--- src/cpu_consts.svh ---
`ifndef CPU_CONSTS_SVH
`define CPU_CONSTS_SVH

`define CPU_RESET_PC 32'h0000_0000
`define REG_NUM      32

// primary opcodes
`define OP_SPECIAL   6'h00
`define OP_BEQ       6'h04
`define OP_BNE       6'h05
`define OP_ADDIU     6'h09
`define OP_ORI       6'h0d
`define OP_LUI       6'h0f
`define OP_LW        6'h23
`define OP_SW        6'h2b

// SPECIAL function codes
`define FUNCT_MFHI   6'h10
`define FUNCT_MFLO   6'h12
`define FUNCT_MULTU  6'h19
`define FUNCT_ADDU   6'h21
`define FUNCT_SUBU   6'h23
`define FUNCT_AND    6'h24
`define FUNCT_OR     6'h25
`define FUNCT_XOR    6'h26
`define FUNCT_SLT    6'h2a

`endif

--- src/cpu_pkg.sv ---
package cpu_pkg;

	typedef logic [4:0] reg_addr_t;

	// one word, two field layouts
	typedef union packed {
		struct packed {
			logic [5:0] op;
			reg_addr_t  rs;
			reg_addr_t  rt;
			reg_addr_t  rd;
			logic [4:0] shamt;
			logic [5:0] funct;
		} r;
		struct packed {
			logic [5:0]  op;
			reg_addr_t   rs;
			reg_addr_t   rt;
			logic [15:0] imm;
		} i;
	} instr_t;

	typedef enum logic [3:0] {
		ALU_ADD,
		ALU_SUB,
		ALU_AND,
		ALU_OR,
		ALU_XOR,
		ALU_SLT
	} alu_op_e;

	typedef struct packed {
		logic [31:0] pc;
		instr_t      instr;
	} fetch_entry_t;

	// b holds the immediate for I-type, store_data the rt value
	typedef struct packed {
		logic [31:0] pc;
		alu_op_e     alu_op;
		logic [31:0] a;
		logic [31:0] b;
		logic [31:0] store_data;
		reg_addr_t   rd;
		logic        is_load;
		logic        is_store;
		logic        is_branch_eq;
		logic        is_branch_ne;
		logic        is_mult;
		logic        is_mfhi;
		logic        is_mflo;
		logic        wb_en;
	} decode_t;

	typedef struct packed {
		logic [31:0] result;
		logic [31:0] store_data;
		reg_addr_t   rd;
		logic        is_load;
		logic        is_store;
		logic        wb_en;
	} exec_t;

	typedef struct packed {
		logic [31:0] addr;
		logic [31:0] wdata;
		logic        we;
	} bus_req_t;

	typedef struct packed {
		logic        valid;
		logic [31:0] target;
	} redirect_t;

endpackage

--- src/regfile.sv ---
`timescale 1ns/1ps
`include "cpu_consts.svh"

module regfile (
	input  logic              clk,
	input  logic              rst,
	input  cpu_pkg::reg_addr_t raddr_a_i,
	input  cpu_pkg::reg_addr_t raddr_b_i,
	output logic [31:0]       rdata_a_o,
	output logic [31:0]       rdata_b_o,
	input  logic              we_i,
	input  cpu_pkg::reg_addr_t waddr_i,
	input  logic [31:0]       wdata_i
);

	logic [31:0] regs [`REG_NUM];

	assign rdata_a_o = regs[raddr_a_i];
	assign rdata_b_o = regs[raddr_b_i];

	always_ff @(posedge clk) begin
		if (rst) begin
			for (int k = 0; k < `REG_NUM; k++) begin
				regs[k] <= '0;
			end
		end else if (we_i && waddr_i != '0) begin
			regs[waddr_i] <= wdata_i;
		end
	end

endmodule
--- config.mk ---
export PLATFORM = sky130hd
export DESIGN_NAME = regfile
export DESIGN_NICKNAME = d
export VERILOG_FILES = /design/src/cpu_pkg.sv /design/src/regfile.sv
export VERILOG_INCLUDE_DIRS = /design/src /design/src/src
export SDC_FILE = /design/constraint.sdc
export NUM_CORES = 2
export LEC_CHECK = 0
export BUFFER_PORTS_ARGS = -buffer_cell sky130_fd_sc_hd__buf_2
export CAP_MARGIN = 20
export CORE_AREA = 8 8 381 290
export CTS_CLUSTER_SIZE = 12
export DETAILED_ROUTE_END_ITERATION = 16
export DIE_AREA = 0 0 389 298
export GPL_ROUTABILITY_DRIVEN = 0
export PLACE_DENSITY = 0.79
export SETUP_SLACK_MARGIN = 0.2
export SLEW_MARGIN = 40
export SYNTH_ARGS = -nofsm -noshare
export SYNTH_HDL_FRONTEND = slang
export SYNTH_SLANG_ARGS = --single-unit
--- constraint.sdc ---
create_clock -name clk -period 1.8 [get_ports clk]
set_input_delay 0.09 -clock clk [delete_from_list [all_inputs] [get_ports clk]]
set_output_delay 0.09 -clock clk [all_outputs]
set_load 0.03 [all_outputs]
==> metrics.txt <==
first-pass GRT wire length 271100 µm; max reg flops 1024; Synth Area per Inst 12.14 µm²; Setup WS post-layout -0.4963 ns; P_leak 26.31 nW; Clock transition at path regs 0.06 ns; Yosys top cell area share 0.5501; Yosys warning count 0; Crit Path Category reg2out; P&R area growth vs syn 18.43%; Die W 389 µm; final setup fails 64; First-pass DRT Iterations 6; Tightest Hold Check Type in2reg; # clock sinks 1024; Critical Path AT 2.21 ns; power per cell area 858.6 mW/mm²; DP Worst Slack -0.2478 ns; Synth Instances 4605; Initial DRC Count 6475; max-cap viol count 0; root buf cell clkbuf_16; total CTS buffers 102; FILL cells 7488; GRT Total Usage 0.3117; Core Area 0.1044 mm²; Max clock buf depth 3; Critical Path RT 1.71 ns; vias in the first global route 40970; row count 103; Synth Register Bits 1024; outcome finished with violations; die height 298 µm; die area 0.1159 mm²; DRC viols 0; Fin. Hold Viols 0; Worst VDD drop 0.7709 mV; IO Pins 114; antenna-violating nets left 0; Via density 6.618; DR WL/cell 30.09 µm; sequential-to-total area share from yosys stat 0.5501; synth top area cells edfxtp_1, mux2i_1, and2_1; dpl hpwl 119900 µm; actual slew at the worst max-slew pin 0.6270 ns; commonest cells after routing, fill and taps aside edfxtp_1, mux2i_1, and2_1; crit path to rdata_a_o[12]; critical path fanouts, max 2; via count 41600; Starting Density 0.5355; Distinct cells, synth 29; commonest non-fill, non-tap cell in the layout edfxtp_1; grt ovf 0; failing checks setup timing; fin util 0.6342; top flop regs regs: 1024 flops; hold_ws 0.04315 ns; CTS tree built; fin crit share 1.276; Setup crit start regs[6][12]; Biggest register regs; Worst Setup Start Kind flip-flop; RSZ-0062 raised after global routing yes; share of cells above drive strength 1 0.1803; Max Clock Freq 435.5 MHz; initial antenna violation count 12; I/O Buffers 113; Post-Syn Area 0.05590 mm²; pin count of the biggest net entering global routing 44; Rel. slew slack 0.5820; CP endpoint kind primary output; fin nets 4906; routed wire length 189100 µm; DP Area 0.06142 mm²; fin. max-slew vios 0; post-route minimum period 2.296 ns; Worst Hold Launch wdata_i[13]; H-tree level count 3; Yosys top cell by area edfxtp_1; fin area 0.06620 mm²
worst min-delay path by stage:
stage | to | cells after the start
after CTS | regs[5][31] | 2
final | regs[15][13] | 2
after detailed placement | regs[0][0] | 2
after global placement | regs[0][0] | 2
after floorplan | regs[1][31] | 1
after global routing | regs[10][13] | 2
timing repair:
| action | CTS | global route |
|---|---|---|
| endpoints found under the hold margin | 584 | 0 |
| hold buffers | 22 | 0 |
| gates cloned | 0 | 3 |
| buffers inserted | 0 | 2 |
| pin swaps | 111 | 114 |
| endpoints found under the setup margin | 64 | 610 |
| gates resized for setup | 256 | 65 |
worst max-delay path, cell delays in order (launching register included):
cell      delay (ns)
edfxtp_1        0.38
mux2i_1         0.19
a22o_1          0.20
nor3_1          0.08
a31oi_1         0.26
nand3_1         0.19
buf_6           0.18
synthesized netlist by cell type:
master,count
buf_6,12
edfxtp_1,1024
a31oi_1,64
buf_1,24
conb_1,1
nand2_1,196
clkbuf_1,218
buf_2,113
buf_4,63
a21oi_1,192
or3b_4,2
nor3_1,64
nand3_1,193
nand3b_2,1
mux2i_1,1024
nor2_2,7
nand3b_1,3
nand2b_1,5
nor2_4,7
or3_1,2
and2_1,994
a22oi_1,192
clkbuf_4,7
nor2b_1,5
or2_2,33
nand3_2,1
a22o_1,128
clkbuf_2,9
nor2_1,21
final cells by class:
cell class                 instances  area [µm²]  area share
tap                             1365        1708     0.02580
antenna                            7       17.52   0.0002646
clock buffer                     135        2719     0.04107
sequential                      1024       30750      0.4645
clock inverter                    26       215.2    0.003251
multi-input combinational       3166       24410      0.3688
timing repair buffer             562        6377     0.09634
cell families after synthesis:
group,Yosys count,share of synthesized area
other,1,0.00006709
buffers and inverters,446,0.03899
AO/OA/AOI/OAI,576,0.07020
AND/OR/NAND/NOR,1534,0.1573
multiplexers,1024,0.1834
flip-flops,1024,0.5501
stage by stage:
step	TNS (ns)	total power, mW	cells
final	-25.20	56.84	6285
after global routing	-29.11	58.12	6280
after CTS	-27.37	56.46	6273
after detailed placement	-3.717	36.44	6090
after global placement	-2.917	36.21	6090
after floorplan	0	33.04	4636
layer usage:
metal | routed length (µm) | vias to the layer above | track usage | part of all wire
li1 | - | 17340 | - | -
met1 | 70370 | 20300 | 0.4237 | 0.37
met2 | 80080 | 3332 | 0.4521 | 0.42
met3 | 27630 | 617 | 0.09168 | 0.15
met4 | 10980 | 6 | 0.1608 | 0.058
met5 | 43 | - | 0 | 0.00023
power by group:
part           leakage, nW  internal, mW  switching (mW)
Clock                 1.42          10.7            9.17
Combinational         15.1          3.47            5.19
Sequential            9.75          27.6           0.789
Note: power is estimated with default switching activity, not from simulation.
