$ cat src/cpu_consts.svh
`ifndef CPU_CONSTS_SVH
`define CPU_CONSTS_SVH

`define CPU_RESET_PC 32'h0000_0000
`define REG_NUM      32

// primary opcodes
`define OP_SPECIAL   6'h00
`define OP_BEQ       6'h04
`define OP_BNE       6'h05
`define OP_ADDIU     6'h09
`define OP_ORI       6'h0d
`define OP_LUI       6'h0f
`define OP_LW        6'h23
`define OP_SW        6'h2b

// SPECIAL function codes
`define FUNCT_MFHI   6'h10
`define FUNCT_MFLO   6'h12
`define FUNCT_MULTU  6'h19
`define FUNCT_ADDU   6'h21
`define FUNCT_SUBU   6'h23
`define FUNCT_AND    6'h24
`define FUNCT_OR     6'h25
`define FUNCT_XOR    6'h26
`define FUNCT_SLT    6'h2a

`endif

$ cat src/cpu_pkg.sv
package cpu_pkg;

	typedef logic [4:0] reg_addr_t;

	// one word, two field layouts
	typedef union packed {
		struct packed {
			logic [5:0] op;
			reg_addr_t  rs;
			reg_addr_t  rt;
			reg_addr_t  rd;
			logic [4:0] shamt;
			logic [5:0] funct;
		} r;
		struct packed {
			logic [5:0]  op;
			reg_addr_t   rs;
			reg_addr_t   rt;
			logic [15:0] imm;
		} i;
	} instr_t;

	typedef enum logic [3:0] {
		ALU_ADD,
		ALU_SUB,
		ALU_AND,
		ALU_OR,
		ALU_XOR,
		ALU_SLT
	} alu_op_e;

	typedef struct packed {
		logic [31:0] pc;
		instr_t      instr;
	} fetch_entry_t;

	// b holds the immediate for I-type, store_data the rt value
	typedef struct packed {
		logic [31:0] pc;
		alu_op_e     alu_op;
		logic [31:0] a;
		logic [31:0] b;
		logic [31:0] store_data;
		reg_addr_t   rd;
		logic        is_load;
		logic        is_store;
		logic        is_branch_eq;
		logic        is_branch_ne;
		logic        is_mult;
		logic        is_mfhi;
		logic        is_mflo;
		logic        wb_en;
	} decode_t;

	typedef struct packed {
		logic [31:0] result;
		logic [31:0] store_data;
		reg_addr_t   rd;
		logic        is_load;
		logic        is_store;
		logic        wb_en;
	} exec_t;

	typedef struct packed {
		logic [31:0] addr;
		logic [31:0] wdata;
		logic        we;
	} bus_req_t;

	typedef struct packed {
		logic        valid;
		logic [31:0] target;
	} redirect_t;

endpackage

$ cat src/instr_fetch.sv
`timescale 1ns/1ps
`include "cpu_consts.svh"

module instr_fetch (
	input  logic                  clk,
	input  logic                  rst,
	input  cpu_pkg::redirect_t    redirect_i,
	output logic                  ibus_valid_o,
	input  logic                  ibus_ready_i,
	output cpu_pkg::bus_req_t     ibus_req_o,
	input  logic                  ibus_rvalid_i,
	input  logic [31:0]           ibus_rdata_i,
	output logic                  out_valid_o,
	input  logic                  out_ready_i,
	output cpu_pkg::fetch_entry_t out_o
);

	import cpu_pkg::*;

	logic [31:0]  pc_q, req_addr_q, wait_pc_q, fetch_addr;
	logic         req_valid_q, wait_q, stale_q, buf_valid_q;
	fetch_entry_t buf_q;
	logic         resp_ok, buf_next, launch, req_fire;

	// response of a live request
	assign resp_ok = wait_q & ibus_rvalid_i & ~stale_q;

	assign out_valid_o = buf_valid_q | resp_ok;
	always_comb begin
		out_o = buf_q;
		if (!buf_valid_q) begin
			out_o.pc    = wait_pc_q;
			out_o.instr = ibus_rdata_i;
		end
	end

	assign buf_next   = ~redirect_i.valid & out_valid_o & ~out_ready_i;
	assign launch     = ~req_valid_q & (~wait_q | ibus_rvalid_i) & ~buf_next;
	assign fetch_addr = redirect_i.valid ? redirect_i.target : pc_q;
	assign req_fire   = req_valid_q & ibus_ready_i;

	assign ibus_valid_o     = req_valid_q;
	assign ibus_req_o.addr  = req_addr_q;
	assign ibus_req_o.wdata = '0;
	assign ibus_req_o.we    = 1'b0;

	always_ff @(posedge clk) begin
		if (rst) begin
			pc_q        <= `CPU_RESET_PC;
			req_valid_q <= 1'b0;
			wait_q      <= 1'b0;
			stale_q     <= 1'b0;
			buf_valid_q <= 1'b0;
		end else begin
			buf_valid_q <= buf_next;
			if (launch) begin
				req_valid_q <= 1'b1;
				pc_q        <= fetch_addr + 32'd4;
			end else begin
				if (redirect_i.valid)
					pc_q <= redirect_i.target;
				if (req_fire)
					req_valid_q <= 1'b0;
			end
			if (req_fire)
				wait_q <= 1'b1;
			else if (ibus_rvalid_i)
				wait_q <= 1'b0;
			// a request issued before the redirect belongs to the old path
			if (redirect_i.valid)
				stale_q <= req_valid_q;
			else if (wait_q && ibus_rvalid_i)
				stale_q <= 1'b0;
		end
	end

	always_ff @(posedge clk) begin
		if (launch)
			req_addr_q <= fetch_addr;
		if (req_fire)
			wait_pc_q <= req_addr_q;
		if (buf_next && !buf_valid_q)
			buf_q <= out_o;
	end

endmodule

$ cat config.mk
export PLATFORM = sky130hd
export DESIGN_NAME = instr_fetch
export DESIGN_NICKNAME = d
export VERILOG_FILES = /design/src/cpu_pkg.sv /design/src/instr_fetch.sv
export VERILOG_INCLUDE_DIRS = /design/src /design/src/src
export SDC_FILE = /design/constraint.sdc
export NUM_CORES = 1
export LEC_CHECK = 0
export BUFFER_PORTS_ARGS = -buffer_cell sky130_fd_sc_hd__buf_2
export CAP_MARGIN = 20
export CORE_ASPECT_RATIO = 0.8
export CORE_MARGIN = 1.5
export CORE_UTILIZATION = 40
export CTS_BUF_LIST = sky130_fd_sc_hd__clkbuf_8
export CTS_CLUSTER_DIAMETER = 100
export DETAILED_ROUTE_END_ITERATION = 10
export PLACE_DENSITY = 0.75
export SYNTH_ARGS = -nofsm -noshare
export SYNTH_HDL_FRONTEND = slang
export SYNTH_SLANG_ARGS = --single-unit
$ cat constraint.sdc
create_clock -name clk -period 7.3 [get_ports clk]
set_input_delay 1.46 -clock clk [delete_from_list [all_inputs] [get_ports clk]]
set_output_delay 1.46 -clock clk [all_outputs]
set_load 0.1 [all_outputs]
==> impl_results.md <==
* WP data arrival at 4.54 ns
* Crit-path most repeated cell: buf_4
* Num CTS Buffers at 17
* Yosys top cell area share at 53.7%
* Hold Fails Final Rpt at 0
* Routability congestion estimate at ~0.77
* Ports at between 200 and 250
* Hold Path Depth at 0
* # resized after CTS at 0
* Final setup vio count at 0
* Die ar. at 18,700 um^2
* # fillers at 1,545
* Hold path endpoint: wait_pc_q[20]$_DFFE_PP_
* Startpoint Class: primary input
* Setup bufs post-CTS at 0
* CTS tree: done
* Hpwl dp at 10,400 um
* Post-Synthesis Cells at 504
* Register area share after synthesis at 63.8%
* Core Area at 17,400 um^2
* Register bit total from synthesis at 164
* CTS H-tree lvls at 4
* Reg-to-Reg End: pc_q[11]$_SDFF_PP0_
* Largest net degree at the start of global routing at 69
* Worst setup EP type: flop
* CP max FO at 68
* Post-Synthesis Cell Area at 7160 um^2
* Dominant cell type by area after synthesis: edfxtp_1
* Most common cell in the synthesized netlist: edfxtp_1
* CP required at about 7.7 ns
* Antenna violations before repair at 1
* Worst slew pin tran at 1.02 ns
* Worst Hold Launch: req_addr_q[20]$_DFFE_PN_
* Area contributors post-synth: edfxtp_1, mux2_2, dfxtp_1
* Peak Freq at around 0.24 GHz
* Setup_tns at 0 ns
* Crit path cell chain: buf_2 -> buf_4 -> nor2_1 -> a2111oi_4 -> buf_4 -> nand3_1 -> nand4b_1 -> a221oi_1
* Routed Antenna Nets at 0
* DRC viols at 0
* Worst-path clk slew at 0.08 ns
* Final Cycle Share at 57.4%
* Max Cap Viol at 0
* Slowest CP cell: a2111oi_4
* Die width at 153 um
* Peak VDD IR at 0.105 mV
* Share of cells above drive strength 1 at 42.9%
* FFs w/ async S/R, synth at 0%
* Mapped Avg Cell Area at between 10 and 15 um^2
* Root Driver: clkbuf_8
* Number of global-route vias before repair at around 4,300
* WS Path Type: primary input to flop
* Wire length per cell at roughly 16 um
* Max incr delay on CP at 0.94 ns
* Ys flop type: edfxtp_1
* Slew Limit Fails at 0
* Die Y at 123 um
* Worst r2r path cells at 6
* Synth top cells by count: edfxtp_1, mux2_2, dfxtp_1
* Initial Util at 41.1%
* IO buf count at 167
* Total Routing Usage GR at between 10% and 20%
* Status: finished clean
* Placed Cells at slightly below 900
* Ant diodes at 0
* DRT iter0 DRCs at 396
* Vias at 4,550
* Via/cell ratio at 4.99
* Clk_skew at 0.0111 ns
* Worst skew pair latency at about 0.44 ns
* Hold crit path type: flop to flop
* Hold Buf Count CTS at 0
* Max-slew headroom at between 30 and 40%
* Yosys warnings at 0
* Clock sink total at roughly 160
* RSZ-0062 raised after global routing: false
* First-pass GRT wire length at 23,100 um
* Layout Cells excl Fill at 912
* Yosys cell types at 51
* Min Clock Period, post-route at 4.19 ns
* Nets at 745
* P&R area growth vs syn at 18.2%
* Power density cells at ~270 nW/um^2
* Gr ovfl total at 0
* Internal reg-to-reg setup slack at 4.41 ns
* DR pass1 iterations at 5
* Leakage at 3.29 nW
* Routed WL at between 10,000 and 15,000 um
* EDFF count, synth at 128
* Clock Path Buffers at 2
* Site Rows at 43
* Worst r2r src: buf_valid_q$_SDFF_PP0_
worst max path at each step:
stage                   startpoint             endpoint  depth (start not counted)
finish              redirect_i[32]  pc_q[11]$_SDFF_PP0_                          8
floorplan           redirect_i[32]   buf_q[0]$_DFFE_PP_                          4
global route        redirect_i[32]  pc_q[22]$_SDFF_PP0_                          7
detailed placement  redirect_i[32]  pc_q[11]$_SDFF_PP0_                          8
CTS                 redirect_i[32]  pc_q[18]$_SDFF_PP0_                          7
global placement    redirect_i[32]  pc_q[22]$_SDFF_PP0_                          7
power by group:
group / switching [W] / leakage, nW / internal, W
combinational: 0.000482 / 1.57 / 0.0000867
sequential: 0.0000248 / 1.50 / 0.00107
clock: 0.000311 / 0.218 / 0.000312
total: 0.000817 / 3.29 / 0.00147
area by class of cell:
cell class | instances | area [um^2] | share of cell area (%)
Tap cell | 225 | 282 | 3.33
Clock inverter | 13 | 108 | 1.27
Clock buffer | 19 | 262 | 3.09
Inverter | 10 | 37.5 | 0.444
Multi-Input combinational cell | 308 | 2310 | 27.3
Sequential cell | 164 | 4570 | 54.0
Timing Repair Buffer | 173 | 901 | 10.6
critical path, delay by kind of cell:
family                 cells  cell delay, ns
AO/OA/AOI/OAI              2            1.20
buffers and inverters      3            1.16
AND/OR/NAND/NOR            3            0.68
per-layer routing:
metal  vias to the layer above  global-route usage (%)  part of all wire (%)
met4                         2                    4.63                  0.82
met2                       198                    25.6                    45
met3                        14                    4.91                   7.1
li1                       2181                       -                     -
met5                         -                       0                 0.081
met1                      2155                    21.1                    47
state kept, by name, summed over array words and instances (netlist names):
| register | cells |
|---|---|
| stale_q | 1 |
| wait_q | 1 |
| buf_q | 64 |
| pc_q | 32 |
| wait_pc_q | 32 |
| ibus_valid_o | 1 |
| req_addr_q | 32 |
| buf_valid_q | 1 |
kinds of logic (layout without fill, tap and decap cells):
logic type / after synthesis / in the layout / share of synthesized area [%]
AO/OA/AOI/OAI: 53 / 53 / 5.16
XOR/XNOR: 9 / 9 / 1.10
adder cells (fa/ha/maj): 1 / 1 / 0.175
buffers and inverters: 64 / 215 / 5.80
flip-flops: 164 / 164 / 63.8
multiplexers: 96 / 96 / 15.0
other: 1 / 33 / 0.0524
AND/OR/NAND/NOR: 116 / 116 / 9.00
metrics by stage:
step / hold WS, ns / worst slack (ns) / util [%] / total power (W) / instance area [um^2]
CTS: 0.460 / 3.14 / 48.4 / 0.00230 / 8430
detailed placement: 0.440 / 2.65 / 46.3 / 0.00168 / 8070
global placement: 0.435 / 2.78 / 46.3 / 0.00168 / 8070
finish: 0.455 / 3.11 / 48.5 / 0.00228 / 8460
floorplan: 0.456 / 2.25 / - / 0.00161 / 7280
global route: 0.464 / 2.73 / 48.5 / 0.00236 / 8460
cells in the final DEF, fill, tap and decap left out, types with 5 or more instances in the layout:
master and instances:
buf_2 167, o21ai_0 12, nand2_1 18, nand4_1 13
or3_1 8, inv_1 16, nand3_1 14, dfxtp_1 35
nor2_1 23, clkbuf_8 19, a21oi_1 16, conb_1 33
nand3b_1 7, xor2_1 7, mux2_2 88, buf_4 5
mux2i_1 8, and2_1 7, edfxtp_1 128, nand4b_1 6
Power figures use the tool's default switching activity.
