`src/cpu_consts.svh`:
```
`ifndef CPU_CONSTS_SVH
`define CPU_CONSTS_SVH

`define CPU_RESET_PC 32'h0000_0000
`define REG_NUM      32

// primary opcodes
`define OP_SPECIAL   6'h00
`define OP_BEQ       6'h04
`define OP_BNE       6'h05
`define OP_ADDIU     6'h09
`define OP_ORI       6'h0d
`define OP_LUI       6'h0f
`define OP_LW        6'h23
`define OP_SW        6'h2b

// SPECIAL function codes
`define FUNCT_MFHI   6'h10
`define FUNCT_MFLO   6'h12
`define FUNCT_MULTU  6'h19
`define FUNCT_ADDU   6'h21
`define FUNCT_SUBU   6'h23
`define FUNCT_AND    6'h24
`define FUNCT_OR     6'h25
`define FUNCT_XOR    6'h26
`define FUNCT_SLT    6'h2a

`endif

```
`src/cpu_pkg.sv`:
```
package cpu_pkg;

	typedef logic [4:0] reg_addr_t;

	// one word, two field layouts
	typedef union packed {
		struct packed {
			logic [5:0] op;
			reg_addr_t  rs;
			reg_addr_t  rt;
			reg_addr_t  rd;
			logic [4:0] shamt;
			logic [5:0] funct;
		} r;
		struct packed {
			logic [5:0]  op;
			reg_addr_t   rs;
			reg_addr_t   rt;
			logic [15:0] imm;
		} i;
	} instr_t;

	typedef enum logic [3:0] {
		ALU_ADD,
		ALU_SUB,
		ALU_AND,
		ALU_OR,
		ALU_XOR,
		ALU_SLT
	} alu_op_e;

	typedef struct packed {
		logic [31:0] pc;
		instr_t      instr;
	} fetch_entry_t;

	// b holds the immediate for I-type, store_data the rt value
	typedef struct packed {
		logic [31:0] pc;
		alu_op_e     alu_op;
		logic [31:0] a;
		logic [31:0] b;
		logic [31:0] store_data;
		reg_addr_t   rd;
		logic        is_load;
		logic        is_store;
		logic        is_branch_eq;
		logic        is_branch_ne;
		logic        is_mult;
		logic        is_mfhi;
		logic        is_mflo;
		logic        wb_en;
	} decode_t;

	typedef struct packed {
		logic [31:0] result;
		logic [31:0] store_data;
		reg_addr_t   rd;
		logic        is_load;
		logic        is_store;
		logic        wb_en;
	} exec_t;

	typedef struct packed {
		logic [31:0] addr;
		logic [31:0] wdata;
		logic        we;
	} bus_req_t;

	typedef struct packed {
		logic        valid;
		logic [31:0] target;
	} redirect_t;

endpackage

```
`src/instr_exec.sv`:
```
`timescale 1ns/1ps

module instr_exec (
	input  logic               clk,
	input  logic               rst,
	input  logic               in_valid_i,
	output logic               in_ready_o,
	input  cpu_pkg::decode_t   in_i,
	output cpu_pkg::redirect_t redirect_o,
	output logic               out_valid_o,
	input  logic               out_ready_i,
	output cpu_pkg::exec_t     out_o
);

	import cpu_pkg::*;

	exec_t       out_q, res;
	logic        out_valid_q, fire, taken;
	logic [31:0] alu;
	logic [63:0] hilo_q, product;

	assign in_ready_o = ~out_valid_q | out_ready_i;
	assign fire       = in_valid_i & in_ready_o;

	// memory address is a + b as well
	always_comb begin
		case (in_i.alu_op)
			ALU_SUB: alu = in_i.a - in_i.b;
			ALU_AND: alu = in_i.a & in_i.b;
			ALU_OR:  alu = in_i.a | in_i.b;
			ALU_XOR: alu = in_i.a ^ in_i.b;
			ALU_SLT: alu = {31'h0, $signed(in_i.a) < $signed(in_i.b)};
			default: alu = in_i.a + in_i.b;
		endcase
	end

	assign product = {32'h0, in_i.a} * {32'h0, in_i.b};

	always_comb begin
		res            = '0;
		res.result     = alu;
		res.store_data = in_i.store_data;
		res.rd         = in_i.rd;
		res.is_load    = in_i.is_load;
		res.is_store   = in_i.is_store;
		res.wb_en      = in_i.wb_en;
		if (in_i.is_mfhi)
			res.result = hilo_q[63:32];
		else if (in_i.is_mflo)
			res.result = hilo_q[31:0];
	end

	// branches compare rs against rt, which rides in store_data
	assign taken = (in_i.is_branch_eq && in_i.a == in_i.store_data)
		|| (in_i.is_branch_ne && in_i.a != in_i.store_data);

	assign redirect_o.valid  = fire & taken;
	assign redirect_o.target = in_i.pc + 32'd4 + {in_i.b[29:0], 2'b00};

	assign out_valid_o = out_valid_q;
	assign out_o       = out_q;

	always_ff @(posedge clk) begin
		if (rst)
			out_valid_q <= 1'b0;
		else if (fire)
			out_valid_q <= 1'b1;
		else if (out_ready_i)
			out_valid_q <= 1'b0;
	end

	always_ff @(posedge clk) begin
		if (fire)
			out_q <= res;
		if (fire && in_i.is_mult)
			hilo_q <= product;
	end

endmodule

```
`config.mk`:
```
export PLATFORM = sky130hd
export DESIGN_NAME = instr_exec
export DESIGN_NICKNAME = d
export VERILOG_FILES = /design/src/cpu_consts.svh /design/src/cpu_pkg.sv /design/src/instr_exec.sv
export SDC_FILE = /design/constraint.sdc
export NUM_CORES = 2
export LEC_CHECK = 0
export ABC_CLOCK_PERIOD_IN_PS = 12810
export CAP_MARGIN = 5
export CORE_ASPECT_RATIO = 1.2
export CORE_MARGIN = 1
export CORE_UTILIZATION = 40
export CTS_CLUSTER_DIAMETER = 80
export DETAILED_ROUTE_END_ITERATION = 8
export DONT_BUFFER_PORTS = 1
export HOLD_SLACK_MARGIN = 0.1
export SETUP_SLACK_MARGIN = 0.4
export SYNTH_ARGS = -nofsm -noshare
export SYNTH_HDL_FRONTEND = slang
export SYNTH_SLANG_ARGS = --single-unit
```
`constraint.sdc`:
```
create_clock -name clk -period 12.81 [get_ports clk]
set_input_delay 2.562 -clock clk [delete_from_list [all_inputs] [get_ports clk]]
set_output_delay 2.562 -clock clk [all_outputs]
set_load 0.01 [all_outputs]
```
==> metrics.md <==
| Metric | Value |
|---|---|
| Number of enable-type register cells in the synthesized netlist | 136 |
| Hold Path Cell Cnt | 2 |
| Total wire length after detailed routing | 169,000 um |
| Vias after detailed routing | 35,600 |
| Vias in the first global route | 37,200 |
| Critical path class | input pin to flip-flop |
| Critical Path AT | 11.06 ns |
| Net count reported at finish | 6,207 |
| HPWL after DPL | 134,000 um |
| GRT Overall Usage | 31.2% |
| Wirelength per Cell | 27.4 um |
| Drt initial violations | 3,281 |
| Overall die area | 110,000 um^2 |
| Register area share after synthesis | 9.40% |
| Aggregate global routing overflow | 0 |
| Aggregate negative setup slack | 0 ns |
| Fin cells | 6,168 |
| Post-DRT Antenna Nets | 0 |
| Final number of hold-violating endpoints | 0 |
| Final critical-path share of the clock period | 84.3% |
| Inserted Clock Buffers | 17 |
| Result of the run | finished, final reports clean |
| Initial Util | 40.4% |
| Wire length of the first global-routing pass | 246,000 um |
| Worst Skew | 0.0136 ns |
| Via/cell ratio | 5.78 |
| Number of iterations in the first detailed-routing pass | 6 |
| Setup slack of the worst register-to-register path | 10.36 ns |
| Placeable Area | 108,000 um^2 |
| Vertical die dimension | 364 um |
| Post-Syn Nets | 6,400 |
| DRC violations left | 0 |
| Maximum number of buffers from clock root to sink | 2 |
| Horizontal die dimension | 304 um |
| TritonCTS clock tree | done |
| Mapped Avg Cell Area | 8.84 um^2 |
| Final Slew Violations | 0 |
| Leading cell type in the layout, fill and taps excluded | sky130_fd_sc_hd__inv_1 |
| Total I/O pin count | 256 |
| Number of buffers inserted by post-CTS setup repair | 0 |
| Setup violations, final | 0 |
| Depth of the worst register-to-register path | 4 |
| Post-Synthesis Cell Area | 43,600 um^2 |
| Clock network latency to the later pin of the worst-skew pair | 0.51 ns |
| Capturing element type of the critical path | flip-flop |
| H-tree depth | 4 |
| Area growth from synthesis to layout | 3.78% |
| Clock Tree Root | sky130_fd_sc_hd__clkbuf_16 |
| F_max | 92.6 MHz |
| Clk sink count | 137 |
| Clk pin slew, worst setup/hold paths | 0.07 ns |
| Predominant post-synthesis flop cell | sky130_fd_sc_hd__edfxtp_1 |
| Library cells used by synthesis | 97 |
| Global placer's final weighted congestion | 0.987 |
| Ratio of cells with drive above 1 in the final layout | 3.01% |
| Leading cell types in the layout, fill and taps excluded | sky130_fd_sc_hd__inv_1 (970), sky130_fd_sc_hd__fa_1 (898), sky130_fd_sc_hd__nor2_1 (674) |
| Worst-margin pin slew | 1.16 ns |
| Shortest period the worst path allows | 10.80 ns |
| Count of port buffers added during placement | 0 |
| Count of warnings emitted by yosys | 0 |
| FFs w/ async S/R, synth | 0% |
| Largest net degree at the start of global routing | 65 |
| Quantity of hold-fixing buffers added after cts | 0 |
| Post-cts sizing count | 0 |
| Worst slew margin | 22.3% |
| Worst hold-check path type | flip-flop to flip-flop |
| #FFs+latches synth | 137 |
| Cell count after synthesis | 4,935 |
| WP data required | 13.07 ns |
| Initial antenna violation count | 4 |
| Setup repair after global routing missed its margin | no |
| Maximum net fanout on the critical path | 19 |
| Row count | 132 |
| Placed cell count | 6,130 |
| Number of maximum-capacitance violations | 0 |
| Kind of start point of the critical path | input pin |
==> critical path, cell delays in order <==
cell,delay [ns]
sky130_fd_sc_hd__clkinv_1,0.76
sky130_fd_sc_hd__nor2_1,0.43
sky130_fd_sc_hd__fa_1,0.47
sky130_fd_sc_hd__fa_1,0.45
sky130_fd_sc_hd__fa_1,0.49
sky130_fd_sc_hd__inv_1,0.05
sky130_fd_sc_hd__fa_1,0.48
sky130_fd_sc_hd__inv_1,0.05
sky130_fd_sc_hd__fa_1,0.50
sky130_fd_sc_hd__inv_1,0.06
sky130_fd_sc_hd__fa_1,0.53
sky130_fd_sc_hd__inv_1,0.05
sky130_fd_sc_hd__fa_1,0.47
sky130_fd_sc_hd__inv_1,0.05
sky130_fd_sc_hd__fa_1,0.50
sky130_fd_sc_hd__inv_1,0.05
sky130_fd_sc_hd__ha_1,0.36
sky130_fd_sc_hd__and4_1,0.21
sky130_fd_sc_hd__and3_1,0.22
sky130_fd_sc_hd__a221oi_1,0.31
sky130_fd_sc_hd__a31oi_1,0.25
sky130_fd_sc_hd__a31oi_1,0.44
sky130_fd_sc_hd__o21ai_0,0.39
sky130_fd_sc_hd__a211oi_1,0.46
sky130_fd_sc_hd__o21ai_0,0.16
sky130_fd_sc_hd__a21oi_1,0.20
sky130_fd_sc_hd__xnor2_1,0.08
==> metal layers <==
layer,vias up,routed length [um],global-route usage [%]
met5,-,44,0
met1,18400,63100,38.3
met4,6,13200,20.5
met3,499,14700,6.06
li1,14900,-,-
met2,1857,77800,49.7
==> through the flow <==
step / hold WS, ns / utilization (%) / area, um^2 / setup slack (ns)
detailed placement: 0.529 / 41.4 / 44700 / 1.61
global route: 0.569 / 41.9 / 45300 / 1.75
finish: 0.544 / 41.9 / 45300 / 2.01
floorplan: 0.493 / - / 43600 / 2.77
CTS: 0.547 / 41.9 / 45300 / 2.12
global placement: 0.527 / 41.4 / 44700 / 1.67
==> area by class of cell <==
type / instances / area [um^2]
fill: 10900 / 62700
multi-input combinational: 3531 / 34700
sequential: 137 / 4100
inverter: 995 / 3730
tap: 1407 / 1760
timing repair buffer: 60 / 450
clock buffer: 17 / 425
clock inverter: 15 / 148
antenna: 6 / 15.0
==> registers in the layout (all words and copies together), names as in the netlist <==
name,flops
hilo_q,64
out_o,72
out_valid_o,1
==> path summary, 6_finish.rpt <==
path	from	endpoint
setup reg to reg	out_valid_o	out_o[68]
hold / removal	hilo_q[33]	out_o[41]
setup / recovery	in_i[53]	hilo_q[61]
hold reg to reg	hilo_q[33]	out_o[41]
==> cell usage after synthesis, types with 32 or more instances <==
cell,count,area [um^2]
sky130_fd_sc_hd__a21o_1,79,593
sky130_fd_sc_hd__a21oi_1,179,896
sky130_fd_sc_hd__buf_1,34,128
sky130_fd_sc_hd__clkbuf_1,215,807
sky130_fd_sc_hd__edfxtp_1,136,4080
sky130_fd_sc_hd__fa_1,898,18000
sky130_fd_sc_hd__ha_1,418,5230
sky130_fd_sc_hd__inv_1,970,3640
sky130_fd_sc_hd__nand2_1,551,2070
sky130_fd_sc_hd__nand3_1,35,175
sky130_fd_sc_hd__nor2_1,675,2530
sky130_fd_sc_hd__nor3_1,32,160
sky130_fd_sc_hd__o21ai_0,117,586
sky130_fd_sc_hd__xnor2_1,72,631
sky130_fd_sc_hd__xor2_1,63,552
==> kinds of logic (layout without fill, tap and decap cells) <==
logic type                 after synthesis  in the layout  share of synthesized area (%)
and+or+nand+nor                       1419           1419                           13.2
adders and majority gates             1316           1316                           53.2
buffers and inverters                 1267           1087                           11.3
AOI/OAI and AO/OA                      650            650                           9.94
DFF                                    137            137                           9.40
xor gates and xnor gates               135            135                           2.71
muxes                                   11             11                          0.255
other                                    0              6                              0
Power is not shown: default switching activity piles up to over one toggle a cycle in this logic, so the estimate is an artifact.
