**config.mk**
```make
export PLATFORM = sky130hd
export DESIGN_NAME = mem_writeback
export DESIGN_NICKNAME = d
export VERILOG_FILES = /design/src/cpu_consts.svh /design/src/cpu_pkg.sv /design/src/mem_writeback.sv
export SDC_FILE = /design/constraint.sdc
export NUM_CORES = 1
export LEC_CHECK = 0
export BUFFER_PORTS_ARGS = -buffer_cell sky130_fd_sc_hd__buf_2
export CELL_PAD_IN_SITES_DETAIL_PLACEMENT = 2
export CELL_PAD_IN_SITES_GLOBAL_PLACEMENT = 2
export CORE_ASPECT_RATIO = 2
export CORE_MARGIN = 2
export CORE_UTILIZATION = 11
export DETAILED_ROUTE_END_ITERATION = 6
export PLACE_DENSITY = 0.81
export SLEW_MARGIN = 20
export SYNTH_ARGS = -nofsm -noshare
export SYNTH_HDL_FRONTEND = slang
export SYNTH_SLANG_ARGS = --single-unit
```
**constraint.sdc**
```tcl
create_clock -name clk -period 1.6 [get_ports clk]
set_input_delay 0.24 -clock clk [delete_from_list [all_inputs] [get_ports clk]]
set_output_delay 0.24 -clock clk [all_outputs]
set_load 0.03 [all_outputs]
```
**src/cpu_consts.svh**
```systemverilog
`ifndef CPU_CONSTS_SVH
`define CPU_CONSTS_SVH

`define CPU_RESET_PC 32'h0000_0000
`define REG_NUM      32

// primary opcodes
`define OP_SPECIAL   6'h00
`define OP_BEQ       6'h04
`define OP_BNE       6'h05
`define OP_ADDIU     6'h09
`define OP_ORI       6'h0d
`define OP_LUI       6'h0f
`define OP_LW        6'h23
`define OP_SW        6'h2b

// SPECIAL function codes
`define FUNCT_MFHI   6'h10
`define FUNCT_MFLO   6'h12
`define FUNCT_MULTU  6'h19
`define FUNCT_ADDU   6'h21
`define FUNCT_SUBU   6'h23
`define FUNCT_AND    6'h24
`define FUNCT_OR     6'h25
`define FUNCT_XOR    6'h26
`define FUNCT_SLT    6'h2a

`endif

```
**src/cpu_pkg.sv**
```systemverilog
package cpu_pkg;

	typedef logic [4:0] reg_addr_t;

	// one word, two field layouts
	typedef union packed {
		struct packed {
			logic [5:0] op;
			reg_addr_t  rs;
			reg_addr_t  rt;
			reg_addr_t  rd;
			logic [4:0] shamt;
			logic [5:0] funct;
		} r;
		struct packed {
			logic [5:0]  op;
			reg_addr_t   rs;
			reg_addr_t   rt;
			logic [15:0] imm;
		} i;
	} instr_t;

	typedef enum logic [3:0] {
		ALU_ADD,
		ALU_SUB,
		ALU_AND,
		ALU_OR,
		ALU_XOR,
		ALU_SLT
	} alu_op_e;

	typedef struct packed {
		logic [31:0] pc;
		instr_t      instr;
	} fetch_entry_t;

	// b holds the immediate for I-type, store_data the rt value
	typedef struct packed {
		logic [31:0] pc;
		alu_op_e     alu_op;
		logic [31:0] a;
		logic [31:0] b;
		logic [31:0] store_data;
		reg_addr_t   rd;
		logic        is_load;
		logic        is_store;
		logic        is_branch_eq;
		logic        is_branch_ne;
		logic        is_mult;
		logic        is_mfhi;
		logic        is_mflo;
		logic        wb_en;
	} decode_t;

	typedef struct packed {
		logic [31:0] result;
		logic [31:0] store_data;
		reg_addr_t   rd;
		logic        is_load;
		logic        is_store;
		logic        wb_en;
	} exec_t;

	typedef struct packed {
		logic [31:0] addr;
		logic [31:0] wdata;
		logic        we;
	} bus_req_t;

	typedef struct packed {
		logic        valid;
		logic [31:0] target;
	} redirect_t;

endpackage

```
**src/mem_writeback.sv**
```systemverilog
`timescale 1ns/1ps

module mem_writeback (
	input  logic               clk,
	input  logic               rst,
	input  logic               in_valid_i,
	output logic               in_ready_o,
	input  cpu_pkg::exec_t     in_i,
	output logic               dbus_valid_o,
	input  logic               dbus_ready_i,
	output cpu_pkg::bus_req_t  dbus_req_o,
	input  logic               dbus_rvalid_i,
	input  logic [31:0]        dbus_rdata_i,
	output logic               wb_en_o,
	output cpu_pkg::reg_addr_t wb_addr_o,
	output logic [31:0]        wb_data_o
);

	typedef enum logic [1:0] {
		ST_IDLE,
		ST_REQ,
		ST_WAIT
	} state_e;

	state_e state_q;
	logic   is_mem, idle, done;

	assign is_mem = in_i.is_load | in_i.is_store;
	assign idle   = state_q == ST_IDLE;
	assign done   = state_q == ST_WAIT && dbus_rvalid_i;

	// a memory entry stays in exec's output register until it completes
	assign dbus_valid_o     = state_q == ST_REQ || (idle && in_valid_i && is_mem);
	assign dbus_req_o.addr  = in_i.result;
	assign dbus_req_o.wdata = in_i.store_data;
	assign dbus_req_o.we    = in_i.is_store;

	assign in_ready_o = (idle & ~is_mem) | done;

	// ALU results retire as they arrive, loads on the response
	assign wb_en_o   = (idle && in_valid_i && !is_mem && in_i.wb_en)
		|| (done && in_i.is_load && in_i.wb_en);
	assign wb_addr_o = in_i.rd;
	assign wb_data_o = done ? dbus_rdata_i : in_i.result;

	always_ff @(posedge clk) begin
		if (rst) begin
			state_q <= ST_IDLE;
		end else begin
			case (state_q)
				ST_IDLE: begin
					if (dbus_valid_o)
						state_q <= dbus_ready_i ? ST_WAIT : ST_REQ;
				end
				ST_REQ: begin
					if (dbus_ready_i)
						state_q <= ST_WAIT;
				end
				ST_WAIT: begin
					if (dbus_rvalid_i)
						state_q <= ST_IDLE;
				end
				default: state_q <= ST_IDLE;
			endcase
		end
	end

endmodule

```
==> results of run 1 <==
-- worst register-to-register path, stage by stage (launching register included) --
cell and delay, ps:
dfxtp_2 350, buf_6 150, inv_1 60, or3_1 340
a21oi_1 140
-- metal layers --
| layer | GRT usage, % | wire (um) | vias to the layer above |
|---|---|---|---|
| li1 | - | - | 500 |
| met1 | 7.31 | 1490 | 500 |
| met2 | 18.3 | 3330 | 108 |
| met3 | 2.76 | 631 | 42 |
| met4 | 6.25 | 336 | 4 |
| met5 | 0 | 27 | - |
-- layout by cell type (no fill, tap or decap), drive strengths merged --
| master | count |
|---|---|
| clkbuf | 3 |
| a21oi | 2 |
| mux2 | 32 |
| inv | 1 |
| buf | 149 |
| a31oi | 1 |
| nor3b | 1 |
| nor2 | 3 |
| nor4 | 1 |
| dfxtp | 2 |
| or3 | 1 |
| o21a | 1 |
| nand3b | 1 |
| o211ai | 1 |
| nor4b | 1 |
| nor3 | 1 |
-- power by group --
group	leakage [nW]	internal (W)	total (W)	switching, W
Clock	0.0370	0.000319	0.000385	0.0000662
Sequential	0.0172	0.0000536	0.0000568	0.00000317
Combinational	1.04	0.000314	0.000685	0.000371
Total	1.10	0.000686	0.00113	0.000441
-- metrics by stage --
stage	total power (W)	setup WS (ps)	setup TNS, ps	instances
floorplan	0.000649	133	0	123
global placement	0.000622	44.4	0	330
detailed placement	0.000638	2.04	0	330
CTS	0.00113	-124	-3210	338
global route	0.00117	-147	-3890	338
finish	0.00113	-106	-2590	338
-- how the worst min path moves through the flow --
| stage | startpoint | slack, ps | cells after the start | to |
|---|---|---|---|---|
| detailed placement | rst | 430 | 2 | state_q[1]$_SDFFE_PP0P_ |
| global route | dbus_ready_i | 210 | 2 | state_q[0]$_SDFFE_PP0P_ |
| floorplan | rst | 310 | 1 | state_q[1]$_SDFFE_PP0P_ |
| finish | rst | 200 | 2 | state_q[1]$_SDFFE_PP0P_ |
| CTS | rst | 200 | 2 | state_q[1]$_SDFFE_PP0P_ |
| global placement | rst | 420 | 2 | state_q[1]$_SDFFE_PP0P_ |
-- layout make-up --
class | count | area share, %
multi-input combinational | 46 | 30.9
inverter | 1 | 0.193
sequential | 2 | 2.19
timing repair buffer | 149 | 54.1
tap | 137 | 8.82
clock buffer | 3 | 3.86
-- timing repair --
action / in CTS / in global routing
setup endpoints to repair: 34 / 34
pin swaps: 0 / 3
gates cloned: 3 / 0
setup buffers: 4 / 0
gates resized for setup: 67 / 6
-- kinds of logic (layout without fill, tap and decap cells) --
kind of cell | after synthesis | after routing | synth area share [%]
buf+inv | 75 | 153 | 48.4
compound gates | 5 | 5 | 2.65
mux | 32 | 32 | 40.1
flops | 2 | 2 | 3.39
simple gates | 9 | 9 | 5.51
==> run_results.csv, run 1 <==
group,metric,value,unit
status,run_status,"complete, but fails checks",
status,violations,"setup timing",
sta,fin_crit,1710,ps
route,vias,1154,
critical_path,r2r-start,"state_q[1]$_SDFFE_PP0P_",
critical_path,critical_path.top_delay_family,"buffers and inverters",
clock_tree,cts_tree,"yes",
critical_path,worstSetupEndpoint,"wb_data_o[15]",
finish,postLayoutCoreUtil,18.6,%
sta,max_slew.worst_pin.slew,272,ps
finish,drive_gt1_share,94.5,%
sta,fin_ws,-106,ps
critical_path,cp-startpoint,"state_q[0]$_SDFFE_PP0P_",
critical_path,crit_required,1360,ps
route,drtIter0Drc,14,
sta,setup_violations,33,
clock_tree,numClockSinks,2,
die,dieArea,0.0116,sq mm
critical_path,worstReg2RegEnd,"state_q[1]$_SDFFE_PP0P_",
finish,reg.largest.list,"state_q: 2 flops",
critical_path,crit_arrival,1470,ps
route,antenna_left,0,
finish,antennaDiodeCount,0,
clock_tree,clock_latency,220,ps
placement,place.gp.congestion,0.591,
route,dr.pass1.iters,3,
synthesis,yosys.cell_count.top_type,"buf_4",
die,fp.dieH,150,um
finish,synthToLayoutAreaGrowth,64.8,%
critical_path,worst-path-stages,5,
sta,clock.fmax,586,MHz
placement,io_buffers,139,
global_route,antenna_found_initial,2,
synthesis,synth_top_area_share,45.2,%
synthesis,synthTopCellsByArea,"buf_4, mux2_4, dfxtp_1",
synthesis,async_flop_share,0,%
clock_tree,cts-root-buf,"clkbuf_16",
placement,hpwl,4640,um
finish,seqCellArea,42.5,sq um
sta,rsz0062_at_grt,"true",
synthesis,synth_flop_cell,"dfxtp_1",
critical_path,crit_top_cell,"buf_6",
synthesis,yosys.cell_types.count,17,
finish,multi_input_area,601,sq um
critical_path,max_stage_delay,320,ps
clock_tree,clockBufferDepth,2,
clock_tree,hold_buffers,0,
finish,fillCellCount,1265,
synthesis,synthCells,123,
global_route,grt.overflow.total,0,
sta,slew_viol_final,0,
finish,layout.nets,312,
sta,skew,3.43,ps
clock_tree,cts_buffers,3,
synthesis,synth-seq-cells,2,
finish,largest_register_ffs,2,
job,maxCapViolations,0,
critical_path,reg2reg_slack,480,ps
sta,finalHoldViolations,0,
synthesis,syn_area_per_cell,9.59,sq um
pwr,p_per_area,580,mW/mm^2
route,wl,5820,um
clock_tree,clkSlewWorstSetupHoldPaths,30,ps
critical_path,crit_path_cell_trace,"nand3b_4, buf_6, buf_16, mux2_4, buf_6",
die,start_util,11.3,%
critical_path,cp-start-kind,"flop",
global_route,grt_max_degree,8,
critical_path,crit_fanout,6,
placement,place_area,0.00154,sq mm
finish,final_area,0.00194,sq mm
synthesis,synth_edf_count,0,
route,remaining_drc_errors,0,
synthesis,syn_nets,232,
critical_path,critPathCaptureType,"output pin",
clock_tree,h-tree-depth,1,
die,io-pin-count,214,
sta,slew_headroom,81.7,%
sta,period_share,107,%
global_route,grt_pass1_vias,1307,
finish,largest-register,"state_q",
critical_path,critPathKind,"flop to output pin",
synthesis,yosysWarnings,0,
global_route,grt_pass1_wl,7910,um
route,drt-vias-per-instance,3.41,
pwr,peakVddDrop,0.000726,V
hold_path,hp-class,"input pin to flop",
global_route,grt_usage,9.17,%
die,die_w,77.2,um
critical_path,worst_r2r_path_depth,4,
critical_path,crit_buf_inv,3,
die,rows,53,
synthesis,ys_seq_area_share,3.39,%
sta,whs,199,ps
die,coreArea,0.0105,sq mm
pwr,p_leak,1.10,nW
synthesis,netlist_top_cells_count,"buf_4, mux2_4, buf_6, nor2_1",
critical_path,slowest_stage,"dfxtp_2",
synthesis,synth_largest_area_cell,"buf_4",
route,post_drt_wl_per_cell,17.2,um
synthesis,synth_area,0.00118,sq mm
Note: power is estimated with default switching activity, not from simulation.
==> run 2, diff against run 1 <==
--- a/config.mk
+++ b/config.mk
@@ -12,7 +12,7 @@
 export CORE_MARGIN = 2
 export CORE_UTILIZATION = 11
 export DETAILED_ROUTE_END_ITERATION = 6
-export PLACE_DENSITY = 0.81
+export PLACE_DENSITY_LB_ADDON = 0.1
 export SLEW_MARGIN = 20
 export SYNTH_ARGS = -nofsm -noshare
 export SYNTH_HDL_FRONTEND = slang
==> run 2 against run 1 <==
Net effect: the flow still finishes with violations (setup timing); critical path depth shrank 1; count of clock-buffer cells in the layout is the same; sequential share of layout area grew 0.27 points.
==> run_results.csv, run 2 (synthesis results as in run 1) <==
group,metric,value,unit
finish,largest_register_ffs,2,
sta,rsz0062_at_grt,"true",
finish,stdcell_count,332,
sta,fin_crit,1610,ps
route,drtIter0Drc,3,
die,io-pin-count,214,
route,remaining_drc_errors,0,
sta,fin_ws,-13.3,ps
finish,fillCellCount,1306,
finish,synthToLayoutAreaGrowth,55.0,%
finish,seqCellArea,45.0,sq um
clock_tree,cts_buffers,3,
die,die_w,77.2,um
finish,reg.largest.list,"state_q: 2 flops",
sta,slew_headroom,84.8,%
sta,skew,2.38,ps
route,dr.pass1.iters,2,
global_route,met3_usage,1.80,%
die,fp.dieH,150,um
finish,drive_gt1_share,93.8,%
route,vias,1101,
clock_tree,hold_buffers,0,
sta,period_share,101,%
sta,finalHoldViolations,0,
die,coreArea,0.0105,sq mm
critical_path,max_stage_delay,360,ps
die,rows,53,
sta,slew_viol_final,0,
status,violations,"setup timing",
global_route,grt_usage,8.05,%
critical_path,critPathCaptureType,"output pin",
global_route,grt_max_degree,19,
hold_path,hp-class,"input pin to flop",
sta,max_slew.worst_pin.slew,225,ps
global_route,antenna_found_initial,0,
pwr,peakVddDrop,0.000674,V
placement,place.gp.congestion,0.663,
sta,setup_violations,2,
clock_tree,cts_tree,"yes",
status,run_status,"complete, but fails checks",
finish,layout.cells.most_common_list,"buf_2, buf_6, mux2_4",
finish,antennaDiodeCount,0,
clock_tree,clock_latency,220,ps
job,maxCapViolations,0,
finish,final_common_cell,"buf_2",
critical_path,crit_arrival,1370,ps
critical_path,cp-start-kind,"flop",
finish,layout.nets,306,
clock_tree,numClockSinks,2,
pwr,p_per_area,595,mW/mm^2
clock_tree,postCtsSetupBuffers,0,
placement,io_buffers,139,
route,drt-vias-per-instance,3.32,
finish,postLayoutCoreUtil,17.5,%
critical_path,crit_required,1360,ps
global_route,met2_usage,18.6,%
sta,finalSetupTns,-24.4,ps
global_route,grt_pass1_wl,7010,um
critical_path,crit_path_cell_trace,"nand3b_4, buf_12, mux2_2, buf_6",
clock_tree,cts-root-buf,"clkbuf_16",
placement,pre_cts_ws,137,ps
route,antenna_left,0,
sta,clock.fmax,620,MHz
pwr,p_leak,1.04,nW
global_route,grt_use_met1,5.36,%
finish,largest-register,"state_q",
clock_tree,clkSlewWorstSetupHoldPaths,30,ps
clock_tree,h-tree-depth,1,
finish,multi_input_area,581,sq um
placement,place_area,0.00154,sq mm
critical_path,crit_fanout,18,
global_route,grt.busiest_layer,"met2",
placement,dp_cells,329,
finish,final_area,0.00183,sq mm
global_route,grt.overflow.total,0,
clock_tree,clockBufferDepth,2,
global_route,grt_pass1_vias,1239,
die,dieArea,0.0116,sq mm
critical_path,slowest_stage,"mux2_2",
route,wl,5020,um
route,post_drt_wl_per_cell,15.1,um
die,start_util,11.3,%
critical_path,critPathKind,"flop to output pin",
placement,hpwl,4500,um
-- run 2: cell count changes in the layout (fill, tap and decap cells not counted) --
cell and change:
nor3_4 -1, nor4b_2 +1, buf_4 -5, dfxtp_2 -1, dfxtp_4 +1, nor4b_4 -1, buf_6 +2, nor3_1 +1
buf_16 -3
-- run 2: area by class of cell --
cell class / instances / share of cell area, %
repair buffers: 143 / 52.1
flip-flops and latches: 2 / 2.46
inverters: 1 / 0.205
well taps: 137 / 9.37
multi-input cells: 46 / 31.7
clock buffers: 3 / 4.10
-- run 2: report_power, final --
group | switching (W) | internal (W) | total (W)
clock network | 0.0000588 | 0.000318 | 0.000377
registers | 0.00000296 | 0.0000528 | 0.0000557
logic | 0.000358 | 0.000297 | 0.000655
total | 0.000420 | 0.000668 | 0.00109
-- run 2: final timing paths --
| kind | startpoint | to | slack, ps | cells after the start |
|---|---|---|---|---|
| setup / recovery | state_q[0]$_SDFFE_PP0P_ | wb_data_o[31] | -10 | 4 |
| hold / removal | rst | state_q[1]$_SDFFE_PP0P_ | 200 | 2 |
| setup reg to reg | state_q[1]$_SDFFE_PP0P_ | state_q[1]$_SDFFE_PP0P_ | 510 | 4 |
| hold reg to reg | state_q[1]$_SDFFE_PP0P_ | state_q[0]$_SDFFE_PP0P_ | 600 | 2 |
-- run 2: what timing repair did --
action	CTS	global route
gates resized for setup	65	4
setup endpoints to repair	33	24
pin swaps	0	0
-- run 2: routing by layer --
layer  vias to the layer above  part of all wire [%]
li1                        489                     -
met4                         0                   2.8
met5                         -                     0
met1                       517                    23
met3                        20                   8.4
met2                        75                    66
-- run 2: critical path, delay by kind of cell, from the launching register on --
kind                   cells  cell delay (ps)
buffers and inverters      2              330
flip-flops                 1              310
multiplexers               1              360
AND/OR/NAND/NOR            1              150
-- run 2: through the flow --
stage	power (W)	hold slack, ps
after detailed placement	0.000642	452
after global routing	0.00114	216
after CTS	0.00110	209
final	0.00109	205
after floorplan	0.000649	309
after global placement	0.000640	459
